==> src/hw/soc_pkg.sv <==
package soc_pkg;

  localparam logic [31:0] RAM_BASE        = 32'h4000_0000;
  localparam int          RAM_WORDS       = 1024;
  localparam int          RAM_ADDR_BITS   = $clog2(RAM_WORDS);
  localparam logic [31:0] RAM_SPAN        = 32'(RAM_WORDS * 4);
  localparam int          RAM_WAIT_CYCLES = 4;
  localparam int          RAM_WAIT_BITS   = $clog2(RAM_WAIT_CYCLES + 1);

  localparam logic [31:0] UART_BASE   = 32'h2000_0000;
  localparam logic [31:0] PWM_BASE    = 32'h2000_1000;
  localparam logic [31:0] PERIPH_SPAN = 32'h0000_0100;

  localparam logic [7:0]  UART_TXDATA_OFS = 8'h00;
  localparam logic [7:0]  UART_STATUS_OFS = 8'h04;
  localparam logic [7:0]  UART_DIV_OFS    = 8'h08;
  localparam logic [15:0] UART_DIV_RESET  = 16'd16;

  localparam logic [7:0]  PWM_PERIOD0_OFS = 8'h00;
  localparam logic [7:0]  PWM_DUTY0_OFS   = 8'h04;
  localparam logic [7:0]  PWM_PERIOD1_OFS = 8'h08;
  localparam logic [7:0]  PWM_DUTY1_OFS   = 8'h0C;

  localparam logic [31:0] UNMAPPED_RDATA = 32'hBAD0_BAD0;

  // merges the strobed bytes of a bus write into an existing word.
  function automatic logic [31:0] apply_wstrb(input logic [31:0] old_word,
                                              input logic [31:0] new_word,
                                              input logic [3:0]  wstrb);
    logic [31:0] word;
    word = old_word;
    for (int b = 0; b < 4; b++) begin
      if (wstrb[b]) begin
        word[8*b +: 8] = new_word[8*b +: 8];
      end
    end
    return word;
  endfunction

  function automatic logic in_region(input logic [31:0] addr,
                                     input logic [31:0] base,
                                     input logic [31:0] span);
    return (addr - base) < span; // wraps below base, so one compare covers both bounds.
  endfunction

endpackage
==> src/hw/iomem_if.sv <==
`timescale 1ns/1ps

interface iomem_if;
  logic        valid;
  logic        ready;
  logic [3:0]  wstrb;
  logic [31:0] addr;
  logic [31:0] wdata;
  logic [31:0] rdata;

  modport master (
    output valid,
    output wstrb,
    output addr,
    output wdata,
    input  ready,
    input  rdata
  );

  modport target (
    input  valid,
    input  wstrb,
    input  addr,
    input  wdata,
    output ready,
    output rdata
  );
endinterface

==> src/hw/pwm_periph.sv <==
`timescale 1ns/1ps

module pwm_periph (
  input  logic       clk,
  input  logic       resetn,
  iomem_if.target    bus_i,
  output logic [1:0] pwm_o
);

  logic [31:0] period_q [2];
  logic [31:0] duty_q [2];
  logic [31:0] cnt_q [2];
  logic        ready_q;
  logic [31:0] rdata_q;
  logic [31:0] reg_rdata;
  logic        req;
  logic        wr;

  assign req = bus_i.valid && !ready_q;
  assign wr  = req && |bus_i.wstrb;

  always_comb begin
    case (bus_i.addr[7:0])
      soc_pkg::PWM_PERIOD0_OFS: reg_rdata = period_q[0];
      soc_pkg::PWM_DUTY0_OFS:   reg_rdata = duty_q[0];
      soc_pkg::PWM_PERIOD1_OFS: reg_rdata = period_q[1];
      soc_pkg::PWM_DUTY1_OFS:   reg_rdata = duty_q[1];
      default:                  reg_rdata = '0;
    endcase
  end

  always_ff @(posedge clk) begin
    if (!resetn) begin
      ready_q <= 1'b0;
      for (int ch = 0; ch < 2; ch++) begin
        period_q[ch] <= '0; // a zero period keeps the pin low.
        duty_q[ch]   <= '0;
      end
    end else begin
      ready_q <= req;
      if (wr) begin
        case (bus_i.addr[7:0])
          soc_pkg::PWM_PERIOD0_OFS:
            period_q[0] <= soc_pkg::apply_wstrb(period_q[0], bus_i.wdata, bus_i.wstrb);
          soc_pkg::PWM_DUTY0_OFS:
            duty_q[0] <= soc_pkg::apply_wstrb(duty_q[0], bus_i.wdata, bus_i.wstrb);
          soc_pkg::PWM_PERIOD1_OFS:
            period_q[1] <= soc_pkg::apply_wstrb(period_q[1], bus_i.wdata, bus_i.wstrb);
          soc_pkg::PWM_DUTY1_OFS:
            duty_q[1] <= soc_pkg::apply_wstrb(duty_q[1], bus_i.wdata, bus_i.wstrb);
          default: ;
        endcase
      end
    end
  end

  always_ff @(posedge clk) begin
    if (req) begin
      rdata_q <= reg_rdata;
    end
  end

  always_ff @(posedge clk) begin
    if (!resetn) begin
      for (int ch = 0; ch < 2; ch++) begin
        cnt_q[ch] <= '0;
      end
    end else begin
      for (int ch = 0; ch < 2; ch++) begin
        // a shortened period also wraps a counter that is already past it.
        if (period_q[ch] == '0 || cnt_q[ch] >= period_q[ch] - 32'd1) begin
          cnt_q[ch] <= '0;
        end else begin
          cnt_q[ch] <= cnt_q[ch] + 32'd1;
        end
      end
    end
  end

  for (genvar ch = 0; ch < 2; ch++) begin : g_out
    assign pwm_o[ch] = (period_q[ch] != '0) && (cnt_q[ch] < duty_q[ch]);
  end

  assign bus_i.ready = ready_q;
  assign bus_i.rdata = rdata_q;

endmodule

==> src/flat_wrapper.sv <==
// flat-port wrapper written by rule: the top's interface ports become plain ports
module pwm_periph_flat 
  (clk, resetn, pwm_o, bus_i_valid, bus_i_wstrb, bus_i_addr, bus_i_wdata, bus_i_ready, bus_i_rdata);
  iomem_if bus_i_i ();
  input  logic clk;
  input  logic resetn;
  output logic [1:0] pwm_o;
  input wire logic [$bits(bus_i_i.valid)-1:0] bus_i_valid;
  input wire logic [$bits(bus_i_i.wstrb)-1:0] bus_i_wstrb;
  input wire logic [$bits(bus_i_i.addr)-1:0] bus_i_addr;
  input wire logic [$bits(bus_i_i.wdata)-1:0] bus_i_wdata;
  output wire logic [$bits(bus_i_i.ready)-1:0] bus_i_ready;
  output wire logic [$bits(bus_i_i.rdata)-1:0] bus_i_rdata;
  assign bus_i_i.valid = bus_i_valid;
  assign bus_i_i.wstrb = bus_i_wstrb;
  assign bus_i_i.addr = bus_i_addr;
  assign bus_i_i.wdata = bus_i_wdata;
  assign bus_i_ready = bus_i_i.ready;
  assign bus_i_rdata = bus_i_i.rdata;
  pwm_periph u_core (.clk(clk), .resetn(resetn), .bus_i(bus_i_i), .pwm_o(pwm_o));
endmodule
==> config.mk <==
export PLATFORM = sky130hd
export DESIGN_NAME = pwm_periph_flat
export DESIGN_NICKNAME = d
export VERILOG_FILES = /design/src/hw/soc_pkg.sv /design/src/hw/iomem_if.sv /design/src/hw/pwm_periph.sv /design/src/flat_wrapper.sv
export SDC_FILE = /design/constraint.sdc
export NUM_CORES = 1
export LEC_CHECK = 0
export ABC_AREA = 1
export BUFFER_PORTS_ARGS = -buffer_cell sky130_fd_sc_hd__buf_2
export CORE_UTILIZATION = 35
export CTS_CLUSTER_SIZE = 16
export DETAILED_ROUTE_END_ITERATION = 6
export SETUP_SLACK_MARGIN = 0.4
export SLEW_MARGIN = 10
export SYNTH_ARGS = -nofsm -noshare
export SYNTH_HDL_FRONTEND = slang
export SYNTH_SLANG_ARGS = --single-unit
export TNS_END_PERCENT = 5
==> constraint.sdc <==
create_clock -name clk -period 3.6 [get_ports clk]
set_input_delay 0 -clock clk [delete_from_list [all_inputs] [get_ports clk]]
set_output_delay 0 -clock clk [all_outputs]
set_load 0.005 [all_outputs]
# ---- Word-level counts from Yosys, hierarchy flattened
# Memories as Yosys holds them, arrays and structs flattened.
# Cells that the tools add are included.
dict set report totals {
  ramBits 192
  regBits 33
  memories 3
  word_cells 139
}
# name depth width rd rd_ports_with_merged_regs write_ports line
set mem_list {}
lappend mem_list {u_core.cnt_q 2 32 2 0 2 pwm_periph.sv:12} ;# logic [31:0] cnt_q [2];
lappend mem_list {u_core.duty_q 2 32 2 0 2 pwm_periph.sv:11} ;# logic [31:0] duty_q [2];
lappend mem_list {u_core.period_q 2 32 2 0 2 pwm_periph.sv:10} ;# logic [31:0] period_q [2];
dict set report op_classes {
  muxes 102
  n_addsub 4
  n_eq_ne 3
  bitwise_logic 8
  n_lt_le_gt_ge 4
  reduce_logical 13
}
# op count
set op_table {}
lappend op_table {{$mux W8} 64}
lappend op_table {{$mux W32} 8}
lappend op_table {{$pmux W32 S4} 1}
lappend op_table {{$add A32 B1 Y32 const B} 2}
lappend op_table {{$ge A32 B32 Y1} 2}
lappend op_table {{$logic_not A32 Y1} 2}
lappend op_table {{$lt A32 B32 Y1} 2}
lappend op_table {{$reduce_bool A32 Y1} 2}
lappend op_table {{$sub A32 B1 Y32 const B} 2}
lappend op_table {{$mux W1} 29}
lappend op_table {{$eq A8 B4 Y1 const B} 2}
lappend op_table {{$eq A8 B3 Y1 const B} 1}
lappend op_table {{$logic_not A8 Y1} 1}
lappend op_table {{$or A1 B1 Y1} 8}
lappend op_table {{$logic_and A1 B1 Y1} 4}
lappend op_table {{$reduce_or A4 Y1} 1}
lappend op_table {{$logic_or A1 B1 Y1} 2}
lappend op_table {{$logic_not A1 Y1} 1}

# ---- Longest topological paths before layout
# Gate-level depths: netlist of the first run.
dict set report logic_depth {
  ltp_word 8
  depth_mapped 20
}

# ---- Worst setup path before layout of the first run
# OpenSTA, ideal clock, no wires.
dict set report synth_timing {
  kind {register to register}
  start {register u_core.ready_q (netlist: u_core.bus_i.ready)}
  end {memory u_core.duty_q[1][0] (netlist: u_core.duty_q[0][32]) (enable)}
  setup_slack_ns 0.362
  arrival_time_ns 2.854
  stages_incl_launch_ff 6
  path_buffers 0
  period_less_slack_ns 3.238
  path_cell_list {dfxtp_1 nor2_1 nand2_1 nor2_1 nand2_1 o21ai_0}
}
# item line
set synth_rtl {}
lappend synth_rtl {{start: declaration} pwm_periph.sv:13} ;# logic ready_q;
lappend synth_rtl {{start signal: assignment} pwm_periph.sv:40} ;# ready_q <= req;
lappend synth_rtl {{end: declaration} pwm_periph.sv:11}

==> results of run 1 <==
layout by cell type (no fill, tap or decap), types with 3 or more instances in the layout:
master | Yosys | final
sky130_fd_sc_hd__a31oi_1 | 3 | 3
sky130_fd_sc_hd__nor2_4 | 6 | 13
sky130_fd_sc_hd__clkinv_2 | 0 | 5
sky130_fd_sc_hd__inv_1 | 308 | 303
sky130_fd_sc_hd__inv_2 | 3 | 8
sky130_fd_sc_hd__nor3_2 | 8 | 8
sky130_fd_sc_hd__edfxtp_1 | 224 | 224
sky130_fd_sc_hd__nor2_2 | 9 | 12
sky130_fd_sc_hd__o21a_1 | 3 | 3
sky130_fd_sc_hd__o221ai_1 | 20 | 20
sky130_fd_sc_hd__nand3_1 | 42 | 39
sky130_fd_sc_hd__nor4_1 | 6 | 4
sky130_fd_sc_hd__a211o_1 | 13 | 13
sky130_fd_sc_hd__o22ai_1 | 33 | 33
sky130_fd_sc_hd__xnor2_1 | 24 | 24
sky130_fd_sc_hd__nand2_2 | 5 | 5
sky130_fd_sc_hd__nand4_1 | 37 | 37
sky130_fd_sc_hd__a211oi_1 | 3 | 3
sky130_fd_sc_hd__a21oi_1 | 55 | 55
sky130_fd_sc_hd__dlygate4sd3_1 | 0 | 34
sky130_fd_sc_hd__buf_4 | 3 | 29
sky130_fd_sc_hd__nand3_2 | 7 | 10
sky130_fd_sc_hd__clkbuf_1 | 13 | 4
sky130_fd_sc_hd__conb_1 | 1 | 64
sky130_fd_sc_hd__xor2_1 | 89 | 87
sky130_fd_sc_hd__clkbuf_16 | 0 | 29
sky130_fd_sc_hd__nand3b_1 | 6 | 6
sky130_fd_sc_hd__nor3_4 | 0 | 3
sky130_fd_sc_hd__and3_1 | 3 | 3
sky130_fd_sc_hd__buf_2 | 6 | 81
sky130_fd_sc_hd__nor2_1 | 282 | 272
sky130_fd_sc_hd__nand2_1 | 224 | 222
sky130_fd_sc_hd__bufinv_16 | 0 | 5
sky130_fd_sc_hd__nor3_1 | 35 | 32
sky130_fd_sc_hd__o21ai_0 | 35 | 35
sky130_fd_sc_hd__ha_1 | 131 | 130
sky130_fd_sc_hd__clkinv_1 | 0 | 3
stage by stage:
step | cells | util (%) | cell area, µm² | hold WS, ps | power [mW]
3_5_place_dp | 2320 | 39.0 | 16000 | 391 | 3.91
5_1_grt | 2417 | 42.8 | 17600 | 101 | 7.02
2_1_floorplan | 1714 | - | 14900 | 135 | 3.65
3_3_place_gp | 2320 | 39.0 | 16000 | 392 | 3.87
6_report | 2417 | 42.8 | 17600 | 63.0 | 6.75
4_1_cts | 2402 | 42.1 | 17300 | 38.0 | 6.75
cells by family after synthesis:
logic type | share of synthesized area (%)
fa+ha+maj | 11.2
xor+xnor | 6.74
other cells | 0.0255
compound gates | 7.27
simple gates | 20.0
flops | 45.9
buf+inv | 8.87
repair_timing:
action	4_1_cts	5_1_grt
hold buffers	34	0
gates cloned	0	3
gates resized for setup	2	36
setup buffers	1	12
pin swaps	2	13
setup endpoints to repair	32	64
endpoints found under the hold margin	129	0
state kept, by name (all words and copies together) (netlist names):
name / count
u_core.cnt_q: 64
u_core.duty_q: 64
u_core.bus_i.rdata: 32
u_core.period_q: 64
u_core.bus_i.ready: 1
power by group:
| group | total [mW] | leakage [nW] | switching, mW | internal [mW] |
|---|---|---|---|---|
| clock network | 2.83 | 0.441 | 1.11 | 1.72 |
| registers | 3.14 | 2.29 | 0.126 | 3.01 |
| logic | 0.788 | 5.06 | 0.479 | 0.309 |
| total | 6.75 | 7.78 | 1.71 | 5.04 |
synthesized netlist by cell type (2+ instances only):
master	n
sky130_fd_sc_hd__edfxtp_1	224
sky130_fd_sc_hd__nand3b_1	6
sky130_fd_sc_hd__xnor2_1	24
sky130_fd_sc_hd__nand2_1	224
sky130_fd_sc_hd__inv_2	3
sky130_fd_sc_hd__nand3_1	42
sky130_fd_sc_hd__nand2_2	5
sky130_fd_sc_hd__nor3_1	35
sky130_fd_sc_hd__inv_1	308
sky130_fd_sc_hd__ha_1	131
sky130_fd_sc_hd__o21a_1	3
sky130_fd_sc_hd__nor4_1	6
sky130_fd_sc_hd__and3_1	3
sky130_fd_sc_hd__o21ai_0	35
sky130_fd_sc_hd__o221ai_1	20
sky130_fd_sc_hd__xor2_1	89
sky130_fd_sc_hd__a21oi_1	55
sky130_fd_sc_hd__nor2_1	282
sky130_fd_sc_hd__nand3_2	7
sky130_fd_sc_hd__buf_2	6
sky130_fd_sc_hd__nor2_4	6
sky130_fd_sc_hd__nand4_1	37
sky130_fd_sc_hd__clkbuf_1	13
sky130_fd_sc_hd__nor2_2	9
sky130_fd_sc_hd__o22ai_1	33
sky130_fd_sc_hd__a211oi_1	3
sky130_fd_sc_hd__nor3_2	8
sky130_fd_sc_hd__buf_4	3
sky130_fd_sc_hd__a21o_1	2
sky130_fd_sc_hd__a31oi_1	3
sky130_fd_sc_hd__o21ai_1	2
sky130_fd_sc_hd__buf_6	3
sky130_fd_sc_hd__a211o_1	13
per-layer routing:
layer,vias up,wire length [µm],global-route usage [%]
met3,41,2780,2.18
met5,-,0,0
met2,401,18800,31.6
met4,0,750,3.88
li1,5871,-,-
met1,5524,18700,27.1
final cells by class:
| type | count | share of cell area, % |
|---|---|---|
| multi-input combinational | 1153 | 40.0 |
| tap | 532 | 3.79 |
| clock inverter | 16 | 1.20 |
| sequential | 225 | 38.4 |
| clock buffer | 31 | 3.93 |
| inverter | 311 | 6.64 |
| timing repair buffer | 149 | 6.06 |
worst max-delay path by stage:
stage / cells past startpoint / end / start / slack (ps)
after floorplan: 16 / u_core.cnt_q[1][2]$_SDFFCE_PN0P_ / u_core.period_q[0][32]$_SDFFCE_PP0P_ / 920
after global placement: 16 / u_core.cnt_q[1][0]$_SDFFCE_PN0P_ / u_core.period_q[0][32]$_SDFFCE_PP0P_ / 370
after detailed placement: 16 / u_core.cnt_q[1][0]$_SDFFCE_PN0P_ / u_core.period_q[0][32]$_SDFFCE_PP0P_ / 270
after CTS: 18 / u_core.cnt_q[1][0]$_SDFFCE_PN0P_ / u_core.period_q[0][32]$_SDFFCE_PP0P_ / 440
after global routing: 20 / u_core.cnt_q[1][10]$_SDFFCE_PN0P_ / u_core.period_q[0][34]$_SDFFCE_PP0P_ / 360
final: 17 / u_core.cnt_q[1][10]$_SDFFCE_PN0P_ / u_core.period_q[0][34]$_SDFFCE_PP0P_ / 500
worst reg2reg max path, stage by stage (launching register included):
cell                        delay, ps
sky130_fd_sc_hd__edfxtp_1         420
sky130_fd_sc_hd__inv_2            110
sky130_fd_sc_hd__nand3_2          120
sky130_fd_sc_hd__nor2_4           130
sky130_fd_sc_hd__nand2_2           80
sky130_fd_sc_hd__inv_2             80
sky130_fd_sc_hd__nand2_4           80
sky130_fd_sc_hd__nor3_1           400
sky130_fd_sc_hd__nand2_1          130
sky130_fd_sc_hd__xor2_1           170
sky130_fd_sc_hd__ha_1             300
sky130_fd_sc_hd__nand4_1          120
sky130_fd_sc_hd__a21o_1           170
sky130_fd_sc_hd__o211ai_1         100
sky130_fd_sc_hd__nor2_2            70
sky130_fd_sc_hd__nand2_4          130
sky130_fd_sc_hd__clkbuf_16        190
sky130_fd_sc_hd__nor2_1            40
==> summary.md, run 1 <==
The number of violations reported at the end of detailed-routing iteration 0 came out at 1123. The tools report the floorplan die area as 42800 µm². Across the routed clock network, the largest skew measured is 18.8 ps. In this run, CTS created clock tree buffers numbering 26.

For this run, the leading register cell type out of synthesis is sky130_fd_sc_hd__edfxtp_1. After synthesis the netlist holds a flip-flop and latch count of 225. The multi-input combinational cells in the finished layout cover a total of 7030 µm². Of all cell types, the one taking the most synthesized area is sky130_fd_sc_hd__edfxtp_1. STA puts the critical path data required time at 3900 ps.

The tools report the cell row count as 74. The final reports fail on DRC. The first global-routing pass estimated 62400 µm of wire. The clock-pin slew of the registers on the worst-case setup and hold paths is 60 ps. The classification of the worst-slack hold path was input pin to flip-flop. The analysis attributes to cell leakage a power of 7.78 nW. The clock reaches the later pin of the worst-skew pair after 560 ps. Setup repair after global routing could not meet its margin everywhere.

Setup violations remaining at the end of the flow were counted as 0. Summing every instance area after synthesis gives 14700 µm². After global routing the overflow that remains totals 0.

Wire length per cell: 17.0 µm. Fill cells in the final layout number 4013. For this run, design rule violations remaining after detail routing come to 4. The setup path with the least slack is of type flip-flop to flip-flop. In this run the critical register-to-register path is launched from u_core.period_q[0][34]$_SDFFCE_PP0P_. Dividing the final minimum period by the clock period gives 86.2%. Across all layers, the routed design uses 11837 vias. STA puts the critical path data arrival time at 3400 ps.

The kind of cell with the highest combined delay along the critical path is simple AND/OR/NAND/NOR gates. Yosys attributes the largest share of cell area to sky130_fd_sc_hd__edfxtp_1 (46%), sky130_fd_sc_hd__ha_1 (11%), sky130_fd_sc_hd__inv_1 (7.9%). The logs give 0 for the max-capacitance violation count and 106 for the boundary pin count. VDD sags by at most 0.343 mV. The layout-stage area growth over the synthesis result came out at 19.7%. At the pin with the least slew margin, the transition time is 756 ps. The effective utilization at floorplan is 35.7%. In this run the worst path has a maximum fanout of 8. The floorplan step defined a core boundary enclosing 41100 µm².

Clock tree synthesis found a total of 225 sinks. The die width was 207 µm; the smallest setup slack after layout was 498 ps. In the final design database the tool counted 2068 nets. STA classifies the critical path startpoint as a flip-flop.

Entering global routing, the biggest net connects 37 pins. The routed design has 41100 µm of wire. The tools report the total global routing track utilization as 19.2%.

The worst register-to-register path ends at u_core.cnt_q[1][10]$_SDFFCE_PN0P_. The repair_antennas step left the layout with diodes totalling 0. The logs give 49.5% for the max-slew headroom at the worst pin and 322 MHz for the upper clock frequency limit. The synthesized design contains 224 enable-type register cells.

After detailed routing, the number of vias per cell comes to 4.90. The routed design could run at a clock period as short as 3100 ps. The number of buffers and inverters on the critical path is 3. At the end of routability-driven placement, the weighted congestion stood at 0.926. During synthesis, Yosys emitted a total of 0 warnings. The count of buffers added on input and output ports is 81.

The antenna violation net count after detailed routing was 0; the async set-or-reset flop fraction in the synthesized netlist was 0%. The worst hold path was traced through 4 stages. Sequential elements use 45.9% of the synthesized area.

The cell sitting at the root of the clock tree is a sky130_fd_sc_hd__clkbuf_16. TritonCTS built the clock tree. The clock passes through at most 3 buffers.

In this run the most critical hold path is launched from bus_i_wstrb[2]. The height of the die was 207 µm. The logs give 6750 µm² for the storage element area and 32200 µm for the final HPWL from detailed placement. Walking the worst path, the cells encountered are inv_2 > nand3_2 > nor2_4 > nand2_2 > inv_2 > nand2_4 > nor3_1 > nand2_1 > xor2_1 > ha_1 > nand4_1 > a21o_1 > o211ai_1 > nor2_2 > nand2_4 > clkbuf_16 > nor2_1. The first detailed-routing pass ran for 7 iterations. A synthesized cell averages 8.90 µm². The number of cells on the worst reg-to-reg path is 17.

The worst setup path is captured at a flip-flop. Across all register-to-register paths, the minimum setup slack is 500 ps. The share of synthesized area in the top cell type comes to 45.8%. The number of distinct standard cells referenced by the synthesized netlist was 41. The delay of the slowest cell on the worst path works out to 420 ps. The sum of negative setup slack was 0 ps.

The worst-case hold path end point is u_core.duty_q[0][52]$_SDFFCE_PP0P_. The run finished, with violations left. The total power divided by cell area is 384 nW/µm², and the via count of the first global-routing pass is 11310. The run gives 1 as the H-tree depth. The pre-CTS setup slack was 271 ps; the number of antenna violations at the first check in global routing was 0. The proportion of layout cells with a drive suffix above 1 is 11.7%, and the number of slew-limit violations in the final report is 0. The logs give 1651 for the number of instances in the synthesized netlist and 0 for the final hold violation count. On the critical path, the stage with the largest delay is an instance of sky130_fd_sc_hd__edfxtp_1.
No activity file was read; power rests on OpenSTA's default activity.
==> run 2: changes to the inputs <==
RECOVER_POWER = 50   (was default)
==> summary.md, run 2 (synthesized netlist as in run 1, its figures left out) <==
The flow ran to the end, but the final reports show violations. The checks that failed: DRC, capacitance limit, slew limit. The tools report the pre-CTS setup slack as 271 ps (unchanged).

The path with the worst hold slack has its endpoint at u_core.period_q[0][58]$_SDFFCE_PP0P_. The number of stages on the worst hold path was 4 (unchanged). The number of CTS-inserted buffers is 26 (unchanged). The upper clock frequency limit came out at 319 MHz (-1.1%). The sequential share of power was 46.5% (about the same); the via count normalized by instance count was 4.91 (+0.35%). The cell leakage power came out at 7.68 nW (-1.3%). The slowest stage of the critical path is the sky130_fd_sc_hd__clkbuf_1 cell. The run gives 0 (unchanged) as the remaining global-route overflow. The measured slew at the worst slew-check pin works out to 1680 ps (+928 ps). The max-capacitance violation count came out at 2 (+2).

In this run the clock root is driven by a sky130_fd_sc_hd__clkbuf_16. Number of buffers between clock root and the deepest sink: 3 (unchanged). Walking the worst path, the cells encountered are nor2_4 > nand2_1 > nor2_1 > nand2_1 > clkbuf_1 > o21ai_0 > inv_1.

The library cell used most frequently in the layout, excluding fill and tap cells, is sky130_fd_sc_hd__inv_1. The via count of the first global-routing pass was 11310 (unchanged); the global-route wire length before repair was 62400 µm (unchanged). The most numerous cell type found on the critical path is sky130_fd_sc_hd__nand2_1. The net count of the finished layout was 2068 (unchanged); the wire length per cell was 17.0 µm (+0.28%). The net switching share of the total power was 25.4% (+0.089 points); the final clock period utilization by the worst path was 87.1% (+0.96 points). The worst setup path is captured at a flip-flop. The effective utilization at floorplan is 35.7% (unchanged).

The maximum net fanout on the critical path was 36 (+28); the boundary pin count was 106 (unchanged). Sum of negative setup slack: 0 ps (unchanged). The sort of element at the start of the critical path is a flip-flop.

The tools report the core box area as 41100 µm² (unchanged). Die width: 207 µm (unchanged). The critical path is of the flip-flop to flip-flop type. The cell internal power dissipation was 5.04 mW (about the same). The H-tree depth is 1 (unchanged), and the weighted congestion at the end of routability-driven global placement is 0.926 (unchanged).

The vias after detailed routing is 11879 (+0.35%), and the smallest setup slack after layout is 463 ps (-34.5 ps). In the final layout, the registers with the most flip-flops are u_core.cnt_q (64), u_core.duty_q (64), u_core.period_q (64). The cell type group with the largest total delay on the critical path is buffers and inverters. The tightest min-delay check is of the input pin to flip-flop type. The endpoint required time on the critical path was 3800 ps (-100 ps); the clock-pin slew of the registers on the worst-case setup and hold paths was 60 ps (about the same). The clock period minus worst slack came out at 3140 ps (+34.5 ps). The number of slew-limit violations in the final report came out at 74 (+74). The logs give 32200 µm (unchanged) for the final HPWL from detailed placement and 560 ps (about the same) for the clock latency on the worst-skew pair.

For the max-slew headroom at the worst pin, the log shows -12.3% (-62 points). The worst register-to-register path begins at u_core.bus_i.ready$_SDFF_PN0_. The capture point of the worst reg-to-reg path is u_core.duty_q[0][5]$_SDFFCE_PP0P_. TritonCTS built the clock tree.

The tools report the relative contribution of the clock network to total power as 42.0% (about the same). The total power divided by cell area is 386 nW/µm² (+0.35%). From synthesis to final layout, the design area changed by 19.3%. The run gives 1.72 mW (+0.37%) as the reported net switching power. The antenna violation net count after detailed routing is 0 (unchanged). The floorplan die area is 42800 µm² (unchanged), and the final hold violation count is 0 (unchanged). The logs give 1137 (+1.2%) for the number of violations reported at the end of detailed-routing iteration 0 and 11.6% (about the same) for the combinational fraction of design power.

The total setup violations reported at the end of the flow was 0 (unchanged); the path depth of the worst reg2reg path was 7 (-10). The run gives 18.4 ps (-0.352 ps) as the final worst clock skew. The pin count of the biggest net entering global routing came out at 37 (unchanged). The worst hold path begins at bus_i_wstrb[3]. Setup repair after global routing could not meet its margin everywhere. The critical path launch point was u_core.bus_i.ready$_SDFF_PN0_.

The tools report the DRC violation count after routing as 7 (+3). The tools report the total global routing track utilization as 19.2% (unchanged). Count of TritonRoute iterations in the first routing pass: 7 (unchanged).

The proportion of layout cells with a drive suffix above 1 was 10.0% (-1.7 points); the buffers plus inverters on the worst setup path was 2 (-1). The total wire length after detailed routing is 41200 µm (+0.28%). The number of diodes added for antenna fixing is 0 (unchanged), and the delay of the slowest cell on the worst path is 1220 ps (+800 ps). The run gives 0.346 mV (+0.65%) as the peak supply drop. The logs give 225 (unchanged) for the number of clock sinks and 74 (unchanged) for the cell row count. The data arrival time of the critical path is 3340 ps (-60 ps), and the height of the die is 207 µm (unchanged). The library cells used most frequently in the layout, excluding fill and tap cells, are sky130_fd_sc_hd__inv_1 (303), sky130_fd_sc_hd__nor2_1 (272), sky130_fd_sc_hd__edfxtp_1 (224). The count of buffers inserted at the top-level ports was 81 (unchanged); the cell depth of the worst setup path was 7 (-10).

For the number of antenna violations at the first check in global routing, the log shows 0 (unchanged). Setup slack of the worst register-to-register path: 460 ps (-30 ps).
==> run 2: per-stage QoR <==
step	cell area (µm²)	hold WS, ps	util, %	total power [mW]	std cells
final	17500	67.5	42.6	6.76	2417
after global routing	17500	101	42.6	7.02	2417
after CTS	17300	38.0	42.1	6.75	2402
after detailed placement	16000	391	39.0	3.91	2320
after global placement	16000	392	39.0	3.87	2320
after floorplan	14900	135	-	3.65	1714
==> run 2: repair_timing <==
action                                  in CTS  in global routing
gates cloned                                 0                  3
endpoints found under the setup margin      32                 64
hold buffers                                34                  0
setup buffers                                1                 12
pin swaps                                    2                 13
resized for setup                            2                 36
endpoints found under the hold margin      129                  0
==> run 2: layout make-up <==
cell class              instances  area (µm²)
well taps                     532         666
flip-flops and latches        225        6750
multi-input cells            1153        7030
clock inverters                16         211
clock buffers                  31         691
fillers                      4034       23600
inverters                     311        1170
repair buffers                149        1010
==> run 2: how the worst max path moves through the flow <==
stage                                   endpoint
3_3_place_gp    u_core.cnt_q[1][0]$_SDFFCE_PN0P_
2_1_floorplan   u_core.cnt_q[1][2]$_SDFFCE_PN0P_
3_5_place_dp    u_core.cnt_q[1][0]$_SDFFCE_PN0P_
5_1_grt        u_core.duty_q[0][5]$_SDFFCE_PP0P_
6_report       u_core.duty_q[0][5]$_SDFFCE_PP0P_
4_1_cts         u_core.cnt_q[1][0]$_SDFFCE_PN0P_
==> run 2: metal layers <==
| layer | vias to the layer above | share of wire (%) | track usage (%) |
|---|---|---|---|
| li1 | 5866 | - | - |
| met1 | 5569 | 46 | 27.1 |
| met2 | 405 | 46 | 31.6 |
| met3 | 39 | 6.7 | 2.18 |
| met4 | 0 | 1.8 | 3.88 |
| met5 | - | 0 | 0 |
==> run 2: tightest hold or removal path: cells and delay by family <==
family | cells | cell delay, ps
buf+inv | 3 | 360
compound gates | 1 | 80
==> run 2: power by group through the flow <==
stage	registers (mW)	logic (mW)	clock network, mW
floorplan	3.15	0.502	0
global placement	3.19	0.687	0
detailed placement	3.19	0.719	0
CTS	3.14	0.752	2.86
global route	3.15	0.898	2.97
finish	3.14	0.783	2.83
